File: src/common/seg7_pkg.sv
package seg7_pkg;

    typedef logic [6:0] seg_t;    // Active-low cathodes, bit 6 is g, bit 0 is a
    typedef logic [3:0] anode_t;  // Active-low anodes, bit 0 is the ones digit

    // Each digit stays lit for 2**18 cycles, about 2.6 ms at 100 MHz
    localparam int DEFAULT_REFRESH_BITS = 18;

    localparam seg_t   SEG_BLANK = 7'b111_1111;  // Every segment dark
    localparam anode_t ANODE_OFF = 4'b1111;      // No digit selected

    // Digit to cathode pattern, order gfedcba
    function automatic seg_t seg7_encode(input logic [3:0] digit);
        case (digit)
            4'd0:    return 7'b100_0000;
            4'd1:    return 7'b111_1001;
            4'd2:    return 7'b010_0100;
            4'd3:    return 7'b011_0000;
            4'd4:    return 7'b001_1001;
            4'd5:    return 7'b001_0010;
            4'd6:    return 7'b000_0010;
            4'd7:    return 7'b111_1000;
            4'd8:    return 7'b000_0000;
            4'd9:    return 7'b001_0000;
            default: return SEG_BLANK;  // Not a decimal digit
        endcase
    endfunction

endpackage

File: src/common/display_pkg.sv
package display_pkg;

    // One decimal digit in BCD
    typedef logic [3:0] digit_t;

    // Raw calculator result, unsigned
    typedef logic [31:0] result_t;

    // Ten BCD digits, digit 0 sits in bits 3:0
    typedef logic [39:0] bcd_result_t;

    // Which group of four digits is on the display
    typedef logic [1:0] page_t;

    // Digits needed for the largest 32-bit value
    localparam int RESULT_DIGITS = 10;

    // Pages 0 and 1 hold four digits each, page 2 holds the top two
    localparam int LAST_PAGE = 2;

    // Load cycle plus one shift per result bit
    localparam int CONVERT_CYCLES = 33;

endpackage
File: src/common/digit_if.sv
`timescale 1ns/100ps

// Four digits on their way from the controller to the scan driver
interface digit_if;
    import display_pkg::*;

    digit_t ones;       // Rightmost position
    digit_t tens;
    digit_t hundreds;
    digit_t thousands;  // Leftmost position

    // Controller side
    modport source (
        output ones,
        output tens,
        output hundreds,
        output thousands
    );

    // Display driver side
    modport sink (
        input ones,
        input tens,
        input hundreds,
        input thousands
    );
endinterface

File: src/display/display_top.sv
`timescale 1ns/100ps

module display_top #(
    parameter int refresh_bits = seg7_pkg::DEFAULT_REFRESH_BITS  // Passed to the scan driver
) (
    input  logic        CLK100MHz,
    input  logic        reset,
    input  logic        select,             // Low shows the operand, high the result
    input  logic [31:0] result_in,          // Unsigned calculator result
    input  logic [3:0]  data_in_ones,       // Operand digits
    input  logic [3:0]  data_in_tens,
    input  logic [3:0]  data_in_hundreds,
    input  logic [3:0]  data_in_thousands,
    input  logic        deb_u,              // Single-cycle page up press
    input  logic        deb_d,              // Single-cycle page down press
    output logic [3:0]  an_out,
    output logic [6:0]  seg_out,
    output logic [1:0]  leds_out            // Current page
);
    import display_pkg::*;

    digit_if digits ();

    logic        select_q;
    logic        select_rise;
    logic        conv_valid;      // Request toward the converter
    logic        conv_ready;
    result_t     conv_bin;
    logic        bcd_valid;
    bcd_result_t bcd_out;
    logic        issue;           // Raise a new request this cycle
    logic        accept;          // Handshake completes
    logic        capture;         // Keep the arriving result
    logic        need_conv;       // Request still owed behind an older one
    logic        req_current;     // Pending request belongs to this select period
    logic        flight_current;  // Conversion in progress belongs to it too
    logic        result_ready;
    bcd_result_t bcd_hold;        // Converted result, kept across page changes
    bcd_result_t bcd_src;
    page_t       page_q;
    page_t       page_d;
    logic [15:0] page_word;       // Four digits of the chosen page

    assign select_rise = select && !select_q;
    assign accept      = conv_valid && conv_ready;
    assign issue       = select && (select_rise || need_conv) && !conv_valid;
    assign capture     = bcd_valid && flight_current && select;  // Stale results fall away
    assign leds_out    = page_q;

    // Page moves within 0 to LAST_PAGE, back to 0 in input mode
    always_comb begin
        page_d = page_q;
        if (!select)
            page_d = '0;
        else if (deb_u && page_q < page_t'(LAST_PAGE))
            page_d = page_q + 1'b1;
        else if (deb_d && page_q != '0)
            page_d = page_q - 1'b1;
    end

    // A fresh result is shown straight from the converter
    assign bcd_src = capture ? bcd_out : bcd_hold;

    always_comb begin
        case (page_d)
            2'd0:    page_word = bcd_src[15:0];
            2'd1:    page_word = bcd_src[31:16];
            default: page_word = {8'h00, bcd_src[39:32]};  // Top two positions read zero
        endcase
    end

    always_ff @(posedge CLK100MHz or posedge reset) begin
        if (reset) begin
            select_q       <= 1'b0;
            conv_valid     <= 1'b0;
            need_conv      <= 1'b0;
            req_current    <= 1'b0;
            flight_current <= 1'b0;
            result_ready   <= 1'b0;
            page_q         <= '0;
        end else begin
            select_q <= select;
            page_q   <= page_d;

            if (issue)
                conv_valid <= 1'b1;
            else if (accept)
                conv_valid <= 1'b0;

            if (!select || issue)
                need_conv <= 1'b0;
            else if (select_rise)
                need_conv <= 1'b1;  // Old request still waiting, ask again afterwards

            if (!select)
                req_current <= 1'b0;
            else if (issue)
                req_current <= 1'b1;

            if (!select)
                flight_current <= 1'b0;
            else if (accept)
                flight_current <= req_current;

            if (!select)
                result_ready <= 1'b0;
            else if (capture)
                result_ready <= 1'b1;
        end
    end

    always_ff @(posedge CLK100MHz) begin
        if (issue)
            conv_bin <= result_in;
        if (capture)
            bcd_hold <= bcd_out;
    end

    always_ff @(posedge CLK100MHz or posedge reset) begin
        if (reset) begin
            digits.ones      <= '0;
            digits.tens      <= '0;
            digits.hundreds  <= '0;
            digits.thousands <= '0;
        end else if (!select) begin  // Operand digits, one cycle behind the inputs
            digits.ones      <= data_in_ones;
            digits.tens      <= data_in_tens;
            digits.hundreds  <= data_in_hundreds;
            digits.thousands <= data_in_thousands;
        end else if (result_ready || capture) begin
            {digits.thousands, digits.hundreds, digits.tens, digits.ones} <= page_word;
        end else begin
            // Zeros while the conversion runs
            digits.ones      <= '0;
            digits.tens      <= '0;
            digits.hundreds  <= '0;
            digits.thousands <= '0;
        end
    end

    bcd_convert conv_i (
        .CLK100MHz  (CLK100MHz),
        .reset      (reset),
        .conv_valid (conv_valid),
        .conv_ready (conv_ready),
        .conv_bin   (conv_bin),
        .bcd_valid  (bcd_valid),
        .bcd_out    (bcd_out)
    );

    seg7_control #(
        .refresh_bits (refresh_bits)
    ) scan_i (
        .CLK100MHz (CLK100MHz),
        .reset     (reset),
        .digits    (digits.sink),
        .an_out    (an_out),
        .seg_out   (seg_out)
    );

    // Button handling keeps the page in range
    a_page_range : assert property (@(posedge CLK100MHz) disable iff (reset)
        page_q <= page_t'(LAST_PAGE));

endmodule

File: src/display/seg7_control.sv
`timescale 1ns/100ps

module seg7_control #(
    parameter int refresh_bits = seg7_pkg::DEFAULT_REFRESH_BITS  // log2 of cycles per digit
) (
    input  logic             CLK100MHz,
    input  logic             reset,
    digit_if.sink            digits,   // Four digits to show
    output seg7_pkg::anode_t an_out,   // Active-low digit enables
    output seg7_pkg::seg_t   seg_out   // Active-low cathodes
);
    import display_pkg::*;
    import seg7_pkg::*;

    logic [refresh_bits+1:0] refresh_cnt;  // Free-running, top two bits pick the digit
    logic [1:0]              digit_sel;
    logic                    scan_on;      // Low until the first slot has gone by
    digit_t                  cur_digit;

    assign digit_sel = refresh_cnt[refresh_bits+1 -: 2];

    // Scan order is ones, tens, hundreds, thousands
    always_comb begin
        case (digit_sel)
            2'd0:    cur_digit = digits.ones;
            2'd1:    cur_digit = digits.tens;
            2'd2:    cur_digit = digits.hundreds;
            default: cur_digit = digits.thousands;
        endcase
    end

    // Anode and cathode share one register stage so they switch together
    always_ff @(posedge CLK100MHz or posedge reset) begin
        if (reset) begin
            refresh_cnt <= '0;
            scan_on     <= 1'b0;
            an_out      <= ANODE_OFF;
            seg_out     <= SEG_BLANK;
        end else begin
            refresh_cnt <= refresh_cnt + 1'b1;

            // End of the first slot after reset
            if (&refresh_cnt[refresh_bits-1:0])
                scan_on <= 1'b1;

            if (scan_on) begin
                an_out  <= ~(anode_t'(1) << digit_sel);  // One anode pulled low
                seg_out <= seg7_encode(cur_digit);
            end
        end
    end

    // Two digits lit together would show a mix of both
    a_one_anode : assert property (@(posedge CLK100MHz) disable iff (reset)
        $onehot0(~an_out));

endmodule

File: src/display/bcd_convert.sv
`timescale 1ns/100ps

module bcd_convert (
    input  logic                     CLK100MHz,
    input  logic                     reset,
    input  logic                     conv_valid,  // Request from controller
    output logic                     conv_ready,  // High while idle
    input  display_pkg::result_t     conv_bin,    // Value to convert
    output logic                     bcd_valid,   // One-cycle strobe with the result
    output display_pkg::bcd_result_t bcd_out
);
    import display_pkg::*;

    localparam int BIN_BITS    = $bits(result_t);
    localparam int BCD_BITS    = $bits(bcd_result_t);
    localparam int SHIFT_STEPS = CONVERT_CYCLES - 1;  // First cycle only loads
    localparam int STEP_BITS   = $clog2(SHIFT_STEPS);

    logic [BCD_BITS+BIN_BITS-1:0] shift_q;  // BCD digits on top, binary underneath
    logic [STEP_BITS-1:0]         step_q;   // Shift step in progress
    logic                         busy_q;
    bcd_result_t                  bcd_adj;  // Digits after the add-3 pass

    // True when every nibble is a decimal digit
    function automatic logic digits_valid(input bcd_result_t value);
        logic ok;
        ok = 1'b1;
        for (int i = 0; i < RESULT_DIGITS; i++) begin
            if (value[4*i +: 4] > 4'd9) begin
                ok = 1'b0;
            end
        end
        return ok;
    endfunction

    assign conv_ready = !busy_q;
    assign bcd_out    = shift_q[BIN_BITS +: BCD_BITS];

    // Any digit of 5 or more would overflow on the shift, so add 3 first
    always_comb begin
        bcd_adj = shift_q[BIN_BITS +: BCD_BITS];
        for (int i = 0; i < RESULT_DIGITS; i++) begin
            if (bcd_adj[4*i +: 4] >= 4'd5) begin
                bcd_adj[4*i +: 4] = bcd_adj[4*i +: 4] + 4'd3;
            end
        end
    end

    always_ff @(posedge CLK100MHz or posedge reset) begin
        if (reset) begin
            busy_q    <= 1'b0;
            step_q    <= '0;
            bcd_valid <= 1'b0;
        end else begin
            bcd_valid <= 1'b0;  // Strobe lasts a single cycle
            if (!busy_q) begin
                if (conv_valid) begin  // Handshake completes here
                    busy_q <= 1'b1;
                    step_q <= '0;
                end
            end else if (step_q == STEP_BITS'(SHIFT_STEPS - 1)) begin
                busy_q    <= 1'b0;  // Last shift lands with the strobe
                bcd_valid <= 1'b1;
            end else begin
                step_q <= step_q + 1'b1;
            end
        end
    end

    always_ff @(posedge CLK100MHz) begin
        if (!busy_q && conv_valid)
            shift_q <= {{BCD_BITS{1'b0}}, conv_bin};
        else if (busy_q)
            shift_q <= {bcd_adj, shift_q[BIN_BITS-1:0]} << 1;  // Next binary bit enters digit 0
    end

    // Fixed latency from acceptance to result
    a_latency : assert property (@(posedge CLK100MHz) disable iff (reset)
        conv_valid && conv_ready |-> ##CONVERT_CYCLES bcd_valid);

    // Result never holds a nibble above 9
    a_digits : assert property (@(posedge CLK100MHz) disable iff (reset)
        bcd_valid |-> digits_valid(bcd_out));

    // Waiting request keeps its value until taken
    a_req_stable : assert property (@(posedge CLK100MHz) disable iff (reset)
        conv_valid && !conv_ready |=> conv_valid && $stable(conv_bin));

endmodule

File: config.mk
export PLATFORM = sky130hd
export DESIGN_NAME = display_top
export DESIGN_NICKNAME = d
export VERILOG_FILES = /design/src/common/seg7_pkg.sv /design/src/common/display_pkg.sv /design/src/common/digit_if.sv /design/src/display/display_top.sv /design/src/display/seg7_control.sv /design/src/display/bcd_convert.sv
export SDC_FILE = /design/constraint.sdc
export NUM_CORES = 1
export LEC_CHECK = 0
export BUFFER_PORTS_ARGS = -buffer_cell sky130_fd_sc_hd__buf_2
export CAP_MARGIN = 0
export CORE_ASPECT_RATIO = 0.9
export CORE_MARGIN = 2
export CORE_UTILIZATION = 30
export DETAILED_ROUTE_END_ITERATION = 10
export HOLD_SLACK_MARGIN = 0.02
export SLEW_MARGIN = 0
export SYNTH_ARGS = -nofsm -noshare
export SYNTH_HDL_FRONTEND = slang
export SYNTH_SLANG_ARGS = --single-unit
File: constraint.sdc
create_clock -name CLK100MHz -period 3.65 [get_ports CLK100MHz]
set_clock_uncertainty 0.05 [all_clocks]
set_input_delay 0.365 -clock CLK100MHz [delete_from_list [all_inputs] [get_ports CLK100MHz]]
set_output_delay 0.365 -clock CLK100MHz [all_outputs]
set_load 0.05 [all_outputs]
==> summary.md <==
| Metric | Value |
|---|---|
| First drt pass iteration count | `5` |
| Vias | `5,720` |
| Drt wl/cell | `14.4 um` |
| Row count | `59` |
| Vias in the first global route | `5,699` |
| Drt via density | `4.58` |
| Dpl ws | `1120 ps` |
| CTS buffer count | `23` |
| Hold Crit Class | `in -> reg` |
| RSZ-0062 raised after global routing | `false` |
| Gpl congestion | `0.763` |
| Number of synthesis warnings | `0` |
| Chip height | `168 um` |
| Commonest cells post-synth | `dfxtp_1 (80), nand2_1 (69), edfxtp_1 (64), dfrtp_1 (52)` |
| Most frequent cell after synthesis | `dfxtp_1` |
| Maxcap violations | `0` |
| Tot GR Track Use | `11.9%` |
| Worst Path Class, Setup | `reg -> reg` |
| Synth-to-layout area growth | `20.6%` |
| Ranking of synthesized cells by area | `edfxtp_1 (22%), dfxtp_1 (18%), dfrtp_1 (15%)` |
| Crit end category | `flip-flop` |
| DRT iter0 DRCs | `259` |
| Min Tclk post-route | `2500 ps` |
| Run status | `finished, final reports clean` |
| Max Clock Freq | `400 MHz` |
| Worst Setup SP | `leds_out[1]` |
| Synth Cell Area | `8930 sq um` |
| Register bit total from synthesis | `207` |
| Fin crit share | `68.5%` |
| Root Driver | `clkbuf_16` |
| Endpoints failing setup | `0` |
| Crit path cell chain | `inv_1 -> ha_1 -> nor2b_4 -> o21a_2 -> nor3_4 -> mux4_2 -> a221o_1` |
| First-pass GRT wire length | `29.7 mm` |
| CP Launch Type | `flip-flop` |
| Final wirelength | `18.0 mm` |
| Power Dens Cells | `679 nW/um^2` |
| Largest fanout on the critical path | `9` |
| Pin count of the biggest net entering global routing | `41` |
| Net Count, Synth | `812` |
| CTS sink count | `207` |
| CP max stage cell | `mux4_2` |
| Register area share after synthesis | `57.2%` |
| Post-CTS resize count | `0` |
| Synth top area share | `21.5%` |
| DIE AREA | `31,200 sq um` |
| I/O Buffers | `65` |
| Nets | `918` |
| # DRC | `0` |
| Diodes inserted | `0` |
| Worst VDD drop | `321 uV` |
| Post-Syn Instances | `730` |
| Initial antenna violation count | `0` |
| Share of cells above drive strength 1 | `21.8%` |
| Die width | `186 um` |
| Fill count | `2,883` |
| Largest area contributor in the netlist | `edfxtp_1` |
| Hold_sp | `data_in_thousands[3]` |
| Final Worst Setup Slack | `1150 ps` |
| Primary FF master, synth | `dfxtp_1` |
| CTS tree | `built` |
| Remaining Overflow, GRT | `0` |
| Clk buf depth | `3` |
| Critical Path AT | `2850 ps` |
| Slew margin rel. | `32.6%` |
| H-tree depth | `1` |
| Syn avg cell area | `12.2 sq um` |
| Post-route ant nets | `0` |
| Async SR Flop Fraction | `30.4%` |
| EDFF count, synth | `64` |
| Critical path required time | `4000 ps` |
| Post-DP HPWL | `12.3 mm` |
| Worst path max stage delay | `580 ps` |
| Sum Neg Setup Slack | `0 ps` |
| Starting density of the core | `30.7%` |
| IO Count | `66` |
| Slew @ Worst Pin | `1010 ps` |
| Worst-path clk slew | `70 ps` |
| P_leak | `4.55 nW` |
| Synth unique cells | `51` |
| Slew Limit Fails | `0` |
| Reg2reg start | `leds_out[1]` |
| Final hold violation count | `0` |
| CORE AREA | `29,100 sq um` |
| Worst skew pair latency | `510 ps` |
==> final timing paths <==
check	endpoint	slack [ps]	depth (start not counted)
min in group asynchronous	select_q	410	3
max in group asynchronous	scan_i.seg_out[0]	2200	4
setup / recovery	digits.ones[1]	1150	7
hold / removal	digits.thousands[3]	30	3
setup reg to reg	digits.ones[1]	1150	7
hold reg to reg	bcd_hold[4]	400	2
==> final cells by class <==
cell class | instances | area [sq um] | area share [%]
Sequential cell | 207 | 5110 | 47.5
Inverter | 37 | 139 | 1.29
Multi-Input combinational cell | 455 | 3550 | 32.9
Timing Repair Buffer | 112 | 766 | 7.11
Clock buffer | 37 | 679 | 6.31
Clock inverter | 5 | 32.5 | 0.302
Tap cell | 396 | 495 | 4.60
==> repair_timing <==
action,4_1_cts,5_1_grt
hold endpoints to repair,58,0
buffers inserted,0,0
hold buffers,35,0
==> kinds of logic (layout without fill, tap and decap cells) <==
logic type / count (synthesis) / count (layout) / synth area share [%]
AO/OA/AOI/OAI: 147 / 147 / 11.3
AND/OR/NAND/NOR: 162 / 162 / 9.29
XOR/XNOR: 41 / 41 / 4.02
flip-flops: 207 / 207 / 57.2
multiplexers: 76 / 76 / 10.9
buffers and inverters: 68 / 191 / 3.18
adder cells (fa/ha/maj): 29 / 29 / 4.06
==> metal layers <==
layer / up-vias / GRT usage (%) / wire length, um / part of all wire (%)
li1: 2847 / - / - / -
met1: 2768 / 16.5 / 8860 / 49
met4: 0 / 3.36 / 336 / 1.9
met3: 23 / 2.35 / 714 / 4.0
met2: 82 / 18.6 / 8130 / 45
met5: - / 0 / 0 / 0
==> layout by cell type (no fill, tap or decap), types with 4 or more instances in the layout <==
cell / n
a21o_1: 10
a21oi_1: 24
a221o_1: 8
a31o_2: 7
and3_1: 20
buf_2: 65
buf_4: 12
clkbuf_1: 10
clkbuf_16: 24
dfrtp_1: 52
dfstp_2: 11
dfxtp_1: 80
dlygate4sd3_1: 35
edfxtp_1: 64
ha_1: 29
inv_1: 31
inv_2: 6
mux2_1: 31
mux2_2: 22
mux2i_1: 11
mux4_2: 12
nand2_1: 69
nand2b_1: 13
nand3_1: 10
nand4_1: 4
nor2_1: 16
nor3_1: 8
nor3b_1: 11
o21ai_0: 32
o21ai_1: 22
o22ai_1: 11
o31ai_1: 6
o41ai_2: 8
xnor2_1: 24
xor2_1: 17
==> per-stage QoR <==
stage	utilization (%)	instance area (sq um)	total power, W	hold WS, ps	instances
global route	37.0	10800	0.00777	45.2	1249
finish	37.0	10800	0.00732	34.7	1249
CTS	37.0	10800	0.00739	28.1	1249
floorplan	-	8930	0.00464	346	730
global placement	33.4	9710	0.00510	385	1172
detailed placement	33.4	9710	0.00514	394	1172
==> flip-flops by register name, indices dropped and copies added, names as in the netlist, 2 cells and up <==
register and flops:
digits.hundreds 4, digits.ones 4, scan_i.an_out 4, digits.thousands 4, conv_bin 32, scan_i.seg_out 7, bcd_hold 40, conv_i.step_q 5
conv_i.shift_q 72, scan_i.refresh_cnt 20, digits.tens 4, leds_out 2
==> power by group <==
group | total (W) | switching (W) | internal, W
Combinational | 0.00181 | 0.000939 | 0.000873
Sequential | 0.00331 | 0.000412 | 0.00290
Clock | 0.00219 | 0.000912 | 0.00128
Total | 0.00732 | 0.00226 | 0.00505
==> critical path: cells and delay by family (launching register included) <==
| kind | cells | cell delay (ps) |
|---|---|---|
| muxes | 1 | 580 |
| AOI/OAI and AO/OA | 2 | 560 |
| and+or+nand+nor | 2 | 470 |
| DFF | 1 | 430 |
| adders and majority gates | 1 | 220 |
| buffers and inverters | 1 | 100 |
(Power assumes the default switching activity.)
